**src/rv_fetch_pkg.sv**
```systemverilog
package rv_fetch_pkg;

    localparam int IADDR_BITS       = 16;
    localparam logic [IADDR_BITS-1:0] RESET_ADDR = 16'h0000;
    localparam int IMEM_WORDS_BITS  = 10;  // 1K words of instruction RAM
    localparam int QUEUE_DEPTH_BITS = 2;   // Four queue entries

    // Defined illegal compressed instruction
    localparam logic [15:0] OPC_ILLEGAL = 16'h0000;

    // Compressed quadrants, bits [1:0] of a halfword
    localparam logic [1:0] RVC_Q0 = 2'b00;
    localparam logic [1:0] RVC_Q1 = 2'b01;
    localparam logic [1:0] RVC_Q2 = 2'b10;

    // RV32I major opcodes produced by the expander
    localparam logic [6:0] OP_LOAD   = 7'b0000011;
    localparam logic [6:0] OP_STORE  = 7'b0100011;
    localparam logic [6:0] OP_IMM    = 7'b0010011;
    localparam logic [6:0] OP_LUI    = 7'b0110111;
    localparam logic [6:0] OP_OP     = 7'b0110011;
    localparam logic [6:0] OP_JAL    = 7'b1101111;
    localparam logic [6:0] OP_JALR   = 7'b1100111;
    localparam logic [6:0] OP_BRANCH = 7'b1100011;
    localparam logic [6:0] OP_SYSTEM = 7'b1110011;

    typedef struct packed {
        logic [15:0] hi;
        logic [15:0] lo;
    } fetch_halves_t;

    // A memory word seen as one instruction or as two halfwords
    typedef union packed {
        logic [31:0]   word;
        fetch_halves_t half;
    } fetch_word_t;

endpackage

```
**src/rv_decode_comp.sv**
```systemverilog
module rv_decode_comp
(
    input  rv_fetch_pkg::fetch_word_t i_instr,
    output logic [31:0]               o_instr,
    output logic                      o_illegal
);

    logic [15:0] c;
    logic [4:0]  rd;
    logic [4:0]  rs2;
    logic [4:0]  rs1p;        // Compressed register fields map to x8..x15
    logic [4:0]  rs2p;
    logic [11:0] imm6;
    logic [9:0]  imm_4spn;
    logic [11:0] imm_16sp;
    logic [11:0] off_lw;
    logic [11:0] off_lwsp;
    logic [11:0] off_swsp;
    logic [20:0] off_j;
    logic [12:0] off_b;
    logic [31:0] exp;
    logic        bad;

    assign c    = i_instr.half.lo;
    assign rd   = c[11:7];
    assign rs2  = c[6:2];
    assign rs1p = {2'b01, c[9:7]};
    assign rs2p = {2'b01, c[4:2]};

    // Immediates, scrambled per the RVC formats
    assign imm6     = {{6{c[12]}}, c[12], c[6:2]};
    assign imm_4spn = {c[10:7], c[12:11], c[5], c[6], 2'b00};
    assign imm_16sp = {{3{c[12]}}, c[4:3], c[5], c[2], c[6], 4'b0000};
    assign off_lw   = {5'b00000, c[5], c[12:10], c[6], 2'b00};
    assign off_lwsp = {4'b0000, c[3:2], c[12], c[6:4], 2'b00};
    assign off_swsp = {4'b0000, c[8:7], c[12:9], 2'b00};
    assign off_j    = {{10{c[12]}}, c[8], c[10:9], c[6], c[7], c[2], c[11], c[5:3], 1'b0};
    assign off_b    = {{5{c[12]}}, c[6:5], c[2], c[11:10], c[4:3], 1'b0};

    always_comb
    begin
        exp = '0;
        bad = 1'b0;
        case (c[1:0])
            rv_fetch_pkg::RVC_Q0:
            begin
                case (c[15:13])
                    3'b000:   // c.addi4spn
                    begin
                        bad = (c == rv_fetch_pkg::OPC_ILLEGAL) || (imm_4spn == '0);
                        exp = {2'b00, imm_4spn, 5'd2, 3'b000, rs2p, rv_fetch_pkg::OP_IMM};
                    end
                    3'b010:   // c.lw
                        exp = {off_lw, rs1p, 3'b010, rs2p, rv_fetch_pkg::OP_LOAD};
                    3'b110:   // c.sw
                        exp = {off_lw[11:5], rs2p, rs1p, 3'b010, off_lw[4:0],
                               rv_fetch_pkg::OP_STORE};
                    default:
                        bad = 1'b1;   // FP loads/stores and reserved
                endcase
            end
            rv_fetch_pkg::RVC_Q1:
            begin
                case (c[15:13])
                    3'b000:   // c.addi, c.nop
                        exp = {imm6, rd, 3'b000, rd, rv_fetch_pkg::OP_IMM};
                    3'b001:   // c.jal
                        exp = {off_j[20], off_j[10:1], off_j[11], off_j[19:12], 5'd1,
                               rv_fetch_pkg::OP_JAL};
                    3'b010:   // c.li
                        exp = {imm6, 5'd0, 3'b000, rd, rv_fetch_pkg::OP_IMM};
                    3'b011:
                    begin
                        if (rd == 5'd2)
                        begin
                            bad = (imm_16sp == '0);
                            exp = {imm_16sp, 5'd2, 3'b000, 5'd2, rv_fetch_pkg::OP_IMM};
                        end
                        else
                        begin
                            bad = !c[12] && (c[6:2] == '0);  // nzimm must be nonzero
                            exp = {{15{c[12]}}, c[6:2], rd, rv_fetch_pkg::OP_LUI};
                        end
                    end
                    3'b100:   // ALU group on x8..x15
                    begin
                        case (c[11:10])
                            2'b00:
                            begin
                                bad = c[12];  // shamt[5] reserved on RV32
                                exp = {7'b0000000, rs2, rs1p, 3'b101, rs1p,
                                       rv_fetch_pkg::OP_IMM};
                            end
                            2'b01:
                            begin
                                bad = c[12];
                                exp = {7'b0100000, rs2, rs1p, 3'b101, rs1p,
                                       rv_fetch_pkg::OP_IMM};
                            end
                            2'b10:
                                exp = {imm6, rs1p, 3'b111, rs1p, rv_fetch_pkg::OP_IMM};
                            default:
                            begin
                                bad = c[12];  // RV64 subw/addw
                                case (c[6:5])
                                    2'b00:
                                        exp = {7'b0100000, rs2p, rs1p, 3'b000, rs1p,
                                               rv_fetch_pkg::OP_OP};
                                    2'b01:
                                        exp = {7'b0000000, rs2p, rs1p, 3'b100, rs1p,
                                               rv_fetch_pkg::OP_OP};
                                    2'b10:
                                        exp = {7'b0000000, rs2p, rs1p, 3'b110, rs1p,
                                               rv_fetch_pkg::OP_OP};
                                    default:
                                        exp = {7'b0000000, rs2p, rs1p, 3'b111, rs1p,
                                               rv_fetch_pkg::OP_OP};
                                endcase
                            end
                        endcase
                    end
                    3'b101:   // c.j
                        exp = {off_j[20], off_j[10:1], off_j[11], off_j[19:12], 5'd0,
                               rv_fetch_pkg::OP_JAL};
                    default:  // c.beqz / c.bnez
                        exp = {off_b[12], off_b[10:5], 5'd0, rs1p, 2'b00, c[13],
                               off_b[4:1], off_b[11], rv_fetch_pkg::OP_BRANCH};
                endcase
            end
            rv_fetch_pkg::RVC_Q2:
            begin
                case (c[15:13])
                    3'b000:   // c.slli
                    begin
                        bad = c[12];
                        exp = {7'b0000000, rs2, rd, 3'b001, rd, rv_fetch_pkg::OP_IMM};
                    end
                    3'b010:   // c.lwsp
                    begin
                        bad = (rd == 5'd0);
                        exp = {off_lwsp, 5'd2, 3'b010, rd, rv_fetch_pkg::OP_LOAD};
                    end
                    3'b100:
                    begin
                        if (!c[12] && rs2 == 5'd0)          // c.jr
                        begin
                            bad = (rd == 5'd0);
                            exp = {12'd0, rd, 3'b000, 5'd0, rv_fetch_pkg::OP_JALR};
                        end
                        else if (!c[12])                    // c.mv
                            exp = {7'b0000000, rs2, 5'd0, 3'b000, rd, rv_fetch_pkg::OP_OP};
                        else if (rs2 == 5'd0 && rd == 5'd0) // c.ebreak
                            exp = {12'd1, 5'd0, 3'b000, 5'd0, rv_fetch_pkg::OP_SYSTEM};
                        else if (rs2 == 5'd0)               // c.jalr
                            exp = {12'd0, rd, 3'b000, 5'd1, rv_fetch_pkg::OP_JALR};
                        else                                // c.add
                            exp = {7'b0000000, rs2, rd, 3'b000, rd, rv_fetch_pkg::OP_OP};
                    end
                    3'b110:   // c.swsp
                        exp = {off_swsp[11:5], rs2, 5'd2, 3'b010, off_swsp[4:0],
                               rv_fetch_pkg::OP_STORE};
                    default:
                        bad = 1'b1;
                endcase
            end
            default:
                exp = '0;   // Full-size word, passed through below
        endcase
    end

    assign o_illegal = (c[1:0] != 2'b11) && bad;
    assign o_instr   = (c[1:0] == 2'b11) ? i_instr.word : (bad ? 32'd0 : exp);

endmodule

```
**src/rv_fetch_queue.sv**
```systemverilog
module rv_fetch_queue
(
    input  logic                                  i_clk,
    input  logic                                  i_reset,
    input  logic                                  i_flush,
    input  logic                                  i_push,
    input  logic [rv_fetch_pkg::IADDR_BITS+32:0]  i_data,
    input  logic                                  i_pop,
    output logic [rv_fetch_pkg::IADDR_BITS+32:0]  o_data,
    output logic                                  o_empty,
    output logic [rv_fetch_pkg::QUEUE_DEPTH_BITS:0] o_count
);

    logic [rv_fetch_pkg::IADDR_BITS+32:0]  mem [0:2**rv_fetch_pkg::QUEUE_DEPTH_BITS-1];
    logic [rv_fetch_pkg::QUEUE_DEPTH_BITS-1:0] wr_ptr;
    logic [rv_fetch_pkg::QUEUE_DEPTH_BITS-1:0] rd_ptr;
    logic                                      do_pop;

    assign o_empty = (o_count == '0);
    assign do_pop  = i_pop && !o_empty;   // Pop on empty is ignored
    assign o_data  = mem[rd_ptr];

    always_ff @(posedge i_clk)
    begin
        if (i_reset || i_flush)
        begin
            wr_ptr  <= '0;
            rd_ptr  <= '0;
            o_count <= '0;
        end
        else
        begin
            if (i_push)
                wr_ptr <= wr_ptr + 1'b1;
            if (do_pop)
                rd_ptr <= rd_ptr + 1'b1;
            if (i_push && !do_pop)
                o_count <= o_count + 1'b1;
            else if (do_pop && !i_push)
                o_count <= o_count - 1'b1;
        end
    end

    always_ff @(posedge i_clk)
    begin
        if (i_push)
            mem[wr_ptr] <= i_data;
    end

endmodule

```
**src/rv_fetch.sv**
```systemverilog
module rv_fetch
(
    input  logic                                i_clk,
    input  logic                                i_reset,
    input  logic                                i_stall,
    input  logic                                i_flush,
    input  logic                                i_pc_select,
    input  logic [rv_fetch_pkg::IADDR_BITS-1:0] i_pc_target,
    input  logic                                i_ebreak,
    input  logic [rv_fetch_pkg::IADDR_BITS-1:0] i_pc_trap,
    input  logic                                i_ack,
    input  rv_fetch_pkg::fetch_word_t           i_rdata,
    output logic                                o_cyc,
    output logic [rv_fetch_pkg::IADDR_BITS-1:0] o_addr,
    output logic [31:0]                         o_instr,
    output logic [rv_fetch_pkg::IADDR_BITS-1:0] o_pc,
    output logic                                o_illegal,
    output logic                                o_ready
);

    logic [rv_fetch_pkg::IADDR_BITS-1:0]    pc;
    logic [rv_fetch_pkg::IADDR_BITS-1:0]    fetch_pc;
    logic [2:0]                             pc_incr;
    logic                                   run;
    logic                                   pending;
    logic                                   discard;
    logic [15:0]                            buf_hi;
    logic                                   buf_valid;
    logic                                   redirect;
    logic                                   resp_valid;
    logic                                   is_comp;
    logic                                   hold_half;
    logic                                   push;
    rv_fetch_pkg::fetch_word_t              exp_in;
    logic [31:0]                            exp_instr;
    logic                                   exp_illegal;
    logic [rv_fetch_pkg::IADDR_BITS+32:0]   queue_out;
    logic                                   queue_empty;
    logic [rv_fetch_pkg::QUEUE_DEPTH_BITS:0] queue_count;

    assign redirect   = i_ebreak || i_pc_select;
    assign resp_valid = i_ack && pending && !discard && !redirect;

    // Pick the halfword that starts at pc, or finish a split instruction
    always_comb
    begin
        if (buf_valid)
        begin
            exp_in.half.lo = buf_hi;
            exp_in.half.hi = i_rdata.half.lo;
        end
        else if (pc[1])
        begin
            exp_in.half.lo = i_rdata.half.hi;
            exp_in.half.hi = 16'h0000;
        end
        else
            exp_in.word = i_rdata.word;
    end

    assign is_comp   = (exp_in.half.lo[1:0] != 2'b11);
    assign hold_half = resp_valid && !buf_valid && pc[1] && !is_comp;  // Needs next word
    assign push      = resp_valid && !hold_half;
    assign pc_incr   = is_comp ? 3'd2 : 3'd4;

    // A split instruction fetches the word after the buffered half
    assign fetch_pc = buf_valid ? pc + 2'd2 : pc;
    assign o_addr   = {fetch_pc[rv_fetch_pkg::IADDR_BITS-1:2], 2'b00};

    // One request in flight, and only with room for its push
    assign o_cyc = run && !pending && !queue_count[rv_fetch_pkg::QUEUE_DEPTH_BITS];

    always_ff @(posedge i_clk)
    begin
        if (i_reset)
        begin
            pc        <= rv_fetch_pkg::RESET_ADDR;
            run       <= 1'b0;
            pending   <= 1'b0;
            discard   <= 1'b0;
            buf_valid <= 1'b0;
        end
        else
        begin
            run     <= 1'b1;
            pending <= o_cyc || (pending && !i_ack);
            if (redirect)
            begin
                pc        <= i_ebreak ? i_pc_trap : i_pc_target;  // Trap wins
                discard   <= o_cyc;    // Response to this cycle's request is stale
                buf_valid <= 1'b0;
            end
            else
            begin
                if (i_ack)
                    discard <= 1'b0;
                if (push)
                    pc <= pc + pc_incr;
                if (hold_half)
                    buf_valid <= 1'b1;
                else if (push)
                    buf_valid <= 1'b0;
            end
        end
    end

    always_ff @(posedge i_clk)
    begin
        if (hold_half)
            buf_hi <= i_rdata.half.hi;
    end

    rv_decode_comp u_decode_comp
    (
        .i_instr        (exp_in),
        .o_instr        (exp_instr),
        .o_illegal      (exp_illegal)
    );

    rv_fetch_queue u_fetch_queue
    (
        .i_clk          (i_clk),
        .i_reset        (i_reset),
        .i_flush        (i_flush || redirect),
        .i_push         (push),
        .i_data         ({pc, exp_instr, exp_illegal}),
        .i_pop          (!i_stall),
        .o_data         (queue_out),
        .o_empty        (queue_empty),
        .o_count        (queue_count)
    );

    assign {o_pc, o_instr, o_illegal} = queue_out;
    assign o_ready = !queue_empty;

endmodule

```
**config.mk**
```make
export PLATFORM = sky130hd
export DESIGN_NAME = rv_fetch
export DESIGN_NICKNAME = d
export VERILOG_FILES = /design/src/rv_fetch_pkg.sv /design/src/rv_decode_comp.sv /design/src/rv_fetch_queue.sv /design/src/rv_fetch.sv
export SDC_FILE = /design/constraint.sdc
export NUM_CORES = 1
export LEC_CHECK = 0
export BUFFER_PORTS_ARGS = -buffer_cell sky130_fd_sc_hd__buf_2
export CORE_ASPECT_RATIO = 1.1
export CORE_MARGIN = 2
export CORE_UTILIZATION = 45
export DETAILED_ROUTE_END_ITERATION = 10
export HOLD_SLACK_MARGIN = 0.06
export PLACE_DENSITY = 0.74
export RECOVER_POWER = 100
export REMOVE_ABC_BUFFERS = 1
export SYNTH_ARGS = -nofsm -noshare
export SYNTH_HDL_FRONTEND = slang
export SYNTH_SLANG_ARGS = --single-unit
```
**constraint.sdc**
```tcl
create_clock -name i_clk -period 3.3 [get_ports i_clk]
set_input_delay 0 -clock i_clk [delete_from_list [all_inputs] [get_ports i_clk]]
set_output_delay 0 -clock i_clk [all_outputs]
set_load 0.1 [all_outputs]
```
* Yosys cells after proc, flatten, opt, wreduce, memory -nomap -nowiden *
Memories as Yosys holds them, arrays and structs flattened. A register that Yosys moved wholly into a read port is not among the register bits.
Index checks and enable logic that the tools add are counted.

storage, ports and cells
  memories = 1
  bits in latches = 0
  bits in writable memories = 196
  memory bits (read-only) = 0
  input port bits = 71
  register bits = 43

memory list
  memory             words  width  read ports  clocked after memory_dff  wr ports  RTL line              text
  u_fetch_queue.mem  4      49     1           1                         1         rv_fetch_queue.sv:14  logic [rv_fetch_pkg::IADDR_BITS+32:0] mem [0:2**rv_fetch_pkg::QUEUE_DEPTH_BITS-1];

operators by class
  multiply operators = 0
  bitwise operators = 0
  equality and inequality tests = 15
  div/mod/pow operators = 0
  reductions and logical operators = 50
  multiplexer cells = 38
  order comparisons = 0
  add/sub/neg operators = 6
  shifts and indexed selects = 0

operator list
  kind                   number
  $mux 32                7
  $pmux 32 s3            2
  $pmux 32 s6            1
  $pmux 32 s4            1
  $pmux 31 s3            1
  $pmux 30 s3            1
  $mux 16                4
  $mux 29                1
  $mux 25                1
  $add 16x2->16 const B  1
  $add 16x3->16          1
  $logic_and 1x1->1      16
  $logic_not 16->1       1
  $logic_not 1->1        13
  $logic_not 12->1       1
  $logic_not 10->1       1
  $logic_not 5->1        2
  $mux 1                 10
  $eq 3x3->1 const B     3
  $mux 3                 3
  $eq 2x2->1 const B     4
  $reduce_bool 2->1      4
  $eq 2x1->1 const B     3
  $eq 3x2->1 const B     2
  other kinds (14)       25

* Logic depth before layout (Yosys ltp) *
  depth in word-level cells = 12
  depth in mapped cells = 17
  mapped depth without buffers = 13

* Cells and area by module *
From an unflattened synthesis, not the netlist that was laid out.

unflattened totals
  cells, all modules = 931
  area total of the unflattened synthesis = 12,142.9 µm²

by module, submodules not included
  module          area an instance (µm²)  times used  cells each  seq. area each (µm²)
  rv_fetch_queue  7,528.5                 1           300         6,065.8
  rv_fetch        2,648.8                 1           304         880.8
  rv_decode_comp  1,965.6                 1           327         0.0

* Least setup slack after synthesis *
No wires, ideal clock.

  kind = reg2reg
  start = reg pc[1] (netlist name)
  end = reg pc[15] (netlist name)
  slack = 0.004 ns
  library setup time = 0.127 ns
  stages on the path, launching flop included = 17
  data arrival time = 3.169 ns
  clock period less this slack = 3.296 ns
  cells stage by stage = dfxtp_1 > buf_6 > mux2i_1 > o21ai_2 > buf_2 > nand2_1 > clkbuf_8 > buf_6 > ha_1 > inv_1 > fa_1 > nor2_1 > nand3_1 > or4_4 > nor2_2 > xnor2_1 > o22ai_1

on the way
  word-level cells in the longest chain between the ends = 8
  elaborated cells between the ends (all ways) = 13
  classes of those cells = add/sub: 1; eq/ne: 1; mux: 5; reduce/logical: 6

RTL lines
  element                                                                RTL line        text
  from (decl)                                                            rv_fetch.sv:21  logic [rv_fetch_pkg::IADDR_BITS-1:0] pc;
  from (signal assigned)                                                 rv_fetch.sv:77  pc <= rv_fetch_pkg::RESET_ADDR;
  from (signal assigned)                                                 rv_fetch.sv:89  pc <= i_ebreak ? i_pc_trap : i_pc_target;
  from (signal assigned)                                                 rv_fetch.sv:98  pc <= pc + pc_incr;
  parallel branches: the longest is 8 deep, another holds $add 16x3->16  --

Parallel ways; which one is timed is not known. The select of a mux whose other input is x is not followed.
A chain may end at the register's enable or synchronous reset.

* Worst setup path in the final report *
  start = reg pc[1] (netlist name)
  end = mem u_fetch_queue.mem[1][18] (netlist name) (data pin)

on the way
  word-level cells in the longest chain between the ends = 11
  elaborated cells between the ends (all ways) = 47
  classes of those cells = eq/ne: 12; mux: 22; reduce/logical: 13

RTL lines
  element                             RTL line               text
  $mux 32 *                           rv_fetch.sv:52         else if (pc[1])
  $mux 32 *                           rv_fetch.sv:47         if (buf_valid)
  $logic_not 5->1 (on tied branches)  --
  $logic_and 1x1->1                   rv_decode_comp.sv:152  else if (rs2 == 5'd0 && rd == 5'd0)
  $mux 32                             rv_decode_comp.sv:152
  $mux 32                             rv_decode_comp.sv:150  else if (!c[12])
  $mux 32                             rv_decode_comp.sv:145  if (!c[12] && rs2 == 5'd0)
  $pmux 32 s4                         rv_decode_comp.sv:132  case (c[15:13])
  $pmux 32 s3                         rv_decode_comp.sv:44   case (c[1:0])
  $mux 32                             rv_decode_comp.sv:172  assign o_instr = (c[1:0] == 2'b11) ? i_instr.word : (bad ? 32'd0 : exp);
  $mux 32 *                           rv_decode_comp.sv:172
  net exp_instr[17]                   rv_fetch.sv:35         logic [31:0] exp_instr;
  to (decl)                           rv_fetch_queue.sv:14

Mark *: on every way through the listed nets, which the timed path passes. The rest lies on a longest branch.

==> impl_results.md <==
- Hold Startpoint: i_rdata[5]
- Worst Setup SP: pc[1]
- Die Height: between 150 and 200 um
- Post-DR wirelength/cell: roughly 24 um
- Avg Cell Area, Syn: 13.51 um2
- Hpwl dp: 23.81 mm
- Global-route wire length before repair: approximately 54 mm
- Nets@finish: approximately 1200
- CTS Sinks: 241
- Max Cap Viol: 0
- Vias in the first global route: just over 9000
- Clk buf depth: 3
- Largest net degree at the start of global routing: between 50 and 60
- Fin. max-slew vios: 0
- Clock skew after layout: roughly 13 ps
- Placed Instances: 1359
- P_leak: approximately 4.9 nW
- Post-route ant nets: 0
- Vias per cell: roughly 6.0
- Pre-CTS setup slack: 199.5 ps
- DR vias: 8776
- Worst-Margin Slew: roughly 1200 ps
- Initial Util: 45.31%
- Sw Share: 26.27%
- Cells after Synth: 869
- Row count: 62
- Post-Syn Area: between 0.01 and 0.015 mm2
- # Post-CTS Setup Buffers: 0
- Peak Freq: approximately 310 MHz
- Commonest non-fill, non-tap cell in the layout: edfxtp_1
- Post-Layout Cell Count: 1465
- Outcome: complete, no violations
- Critical path peak fanout: 18
- Fin. Hold Viols: 0
- Cell Pwr Density: 505.3 mW/mm2
- Die Area: 0.02740 mm2
- Crit path DAT: 3450 ps
- Reg2Reg Setup Slack: 120 ps
- EDFF count, synth: ~210
- Synth warn: 0
- GR Util All Layers: roughly a quarter
- DR pass1 iterations: 7
- Fillers: between 2000 and 2500
- Worst-Skew Late Latency: 530 ps
- Core Footprint: ~0.026 mm2
- IR Drop Worst-Case VDD: 431.4 uV
- # H-tree levels: 1
- Placed instance area: 0.01309 mm2
- Hold Path Sink: u_fetch_queue.mem[2][22]
- Share of total power in combinational logic: 15.2%
- Hold_ws: ~90 ps
- Ratio of cells with drive above 1 in the final layout: 25.34%
- Final worst slack: ~120 ps
- Hold Crit Class: primary input to flip-flop
- Cells on Worst Hold Path: 3
- Clock power share: 37.4%
- Number of port buffers: 135
- Antenna cells: 0
- DR iter-0 viols: 799
- Total net switching power: 1.905 mW
- Primary FF master, synth: edfxtp_1
- Post-synth cell types: 82
- Remaining routing DRC violations: 0
- Int Power: 5.347 mW
- Register area: ~0.0070 mm2
- Critical path class: flip-flop to flip-flop
- Final Cycle Share: 96.35%
- Seq pwr share: 47.4%
- Initial antenna violation count: 0
- Commonest non-fill, non-tap cells in the layout: edfxtp_1, nand2_1, dlygate4sd3_1
- CTS Buf Count: 24
- Multi-input gate area: roughly 0.0042 mm2
- Worst reg-to-reg path cell count: 9
- Critical Path End Type: flip-flop
- Worst slew margin: 18.32%
- Minimum clock period: approximately 3200 ps
- CTS tree: yes
- Worst r2r src: pc[1]
- RSZ-0062 raised after global routing: false
- Crit path launch type: flip-flop
- Clk slew on worst S/H paths: roughly 60 ps
- Die width: 158.0 um
- Sequential share of the synthesized area: 59.18%
- IO Count: roughly 140
- FFs w/ async S/R, synth: 0%
- CTS root buf: clkbuf_16
- GPL Wtd Cong: 1.021
- GRT Residual Overflow: 0
- Final count of negative-setup-slack endpoints: 0
- Worst r2r dst: u_fetch_queue.mem[1][18]
- Area delta synth->final: 22.26%
- Req. time, crit path: 3570 ps
- Synthesized flop and latch total: 241
- Final instance area: 0.01435 mm2
- Drt total wl: ~36 mm
power groups by stage:
stage          registers (mW)  logic (mW)  clock network [mW]
6_report                 3.44        1.10                2.71
5_1_grt                  3.44        1.16                2.87
2_1_floorplan            3.49       0.589                   0
4_1_cts                  3.44        1.08                2.75
3_3_place_gp             3.50        1.03                   0
3_5_place_dp             3.50        1.02                   0
synthesized netlist by cell type, types with 3 or more instances:
cell       number  share of area (%)
o211ai_1        5               0.32
mux2i_1        17                1.4
nand2_1        68                2.2
buf_1           6               0.19
mux4_2         49                9.4
o21a_1         14               0.90
nand4_1         7               0.37
o31ai_1         9               0.58
xor2_1         13               0.97
o2111ai_1       3               0.22
buf_6           7               0.67
o21ai_2         8               0.60
clkbuf_8        4               0.47
clkbuf_1       26               0.83
o21ai_1         3               0.13
a22oi_1        21                1.3
a211oi_1       10               0.64
edfxtp_1      212                 54
xnor2_1        14                1.0
a31oi_1         9               0.48
a22o_1          3               0.22
or3_1           4               0.21
a21oi_1        46                2.0
o221ai_1        6               0.45
o21ai_0        37                1.6
and3_1          3               0.16
nor2_2          3               0.16
ha_1            8               0.85
nor2_1         60                1.9
and2_1          5               0.27
buf_2          10               0.43
o22ai_1        24                1.3
dfxtp_1        29                4.9
nor3_1         13               0.55
buf_4          17                1.1
nand3_1        18               0.77
inv_1          18               0.58
a221oi_1        6               0.45
a222oi_1        4               0.34
worst max-delay path by stage:
stage / to / cells after the start
floorplan: pc[15] / 11
global placement: u_fetch_queue.mem[2][19] / 10
detailed placement: u_fetch_queue.mem[2][27] / 11
CTS: pc[10] / 13
global route: pc[10] / 13
finish: u_fetch_queue.mem[1][18] / 9
metal layers:
layer	global-route usage [%]	wire length, um	up-vias
li1	-	-	3863
met1	36.23	14570	4343
met2	41.68	16890	455
met3	4.850	2683	115
met4	9.872	1420	0
met5	0	0	-
timing repair:
item                                    4_1_cts  5_1_grt
hold endpoints to repair                     53        0
endpoints found under the setup margin        0       10
gates resized for setup                       0        6
hold buffers                                 63        0
layout make-up:
class,instances,area share (%)
flip-flops and latches,241,48.47
inverters,19,0.5318
clock buffers,31,4.438
well taps,352,3.069
clock inverters,12,1.011
repair buffers,272,12.93
multi-input cells,538,29.56
state kept, by name (all words and copies together), names as in the netlist, named ones only:
| register | cells |
|---|---|
| u_fetch_queue.mem | 196 |
| buf_hi | 16 |
| pc | 16 |
| u_fetch_queue.o_count | 3 |
| u_fetch_queue.rd_ptr | 2 |
| u_fetch_queue.wr_ptr | 2 |
| buf_valid | 1 |
| discard | 1 |
| pending | 1 |
| run | 1 |
metrics by stage:
stage                     TNS (ps)  power, mW  util (%)
after floorplan            -193940      4.080         -
after global placement           0      4.527     50.52
after detailed placement         0      4.521     50.52
after CTS                        0      7.270     55.97
after global routing             0      7.472     55.39
final                            0      7.251     55.39
cell families (layout without fill, tap and decap cells):
family / count (synthesis) / count (layout) / share of synthesized area, %
AO/OA/AOI/OAI: 228 / 228 / 13.11
XOR/XNOR: 27 / 27 / 2.015
adder cells (fa/ha/maj): 10 / 10 / 1.194
buffers and inverters: 91 / 334 / 4.573
flip-flops: 241 / 241 / 59.18
multiplexers: 71 / 71 / 11.47
other: 1 / 2 / 0.03195
AND/OR/NAND/NOR: 200 / 200 / 8.431
worst max-delay path: stages (launching register included):
cell	delay, ps
dfxtp_4	410
buf_12	190
mux2i_1	280
o21a_1	240
clkbuf_1	470
nand2_1	100
a311o_1	460
o21ai_2	210
a31oi_1	80
o32ai_2	460
No activity file was read; power rests on OpenSTA's default activity.
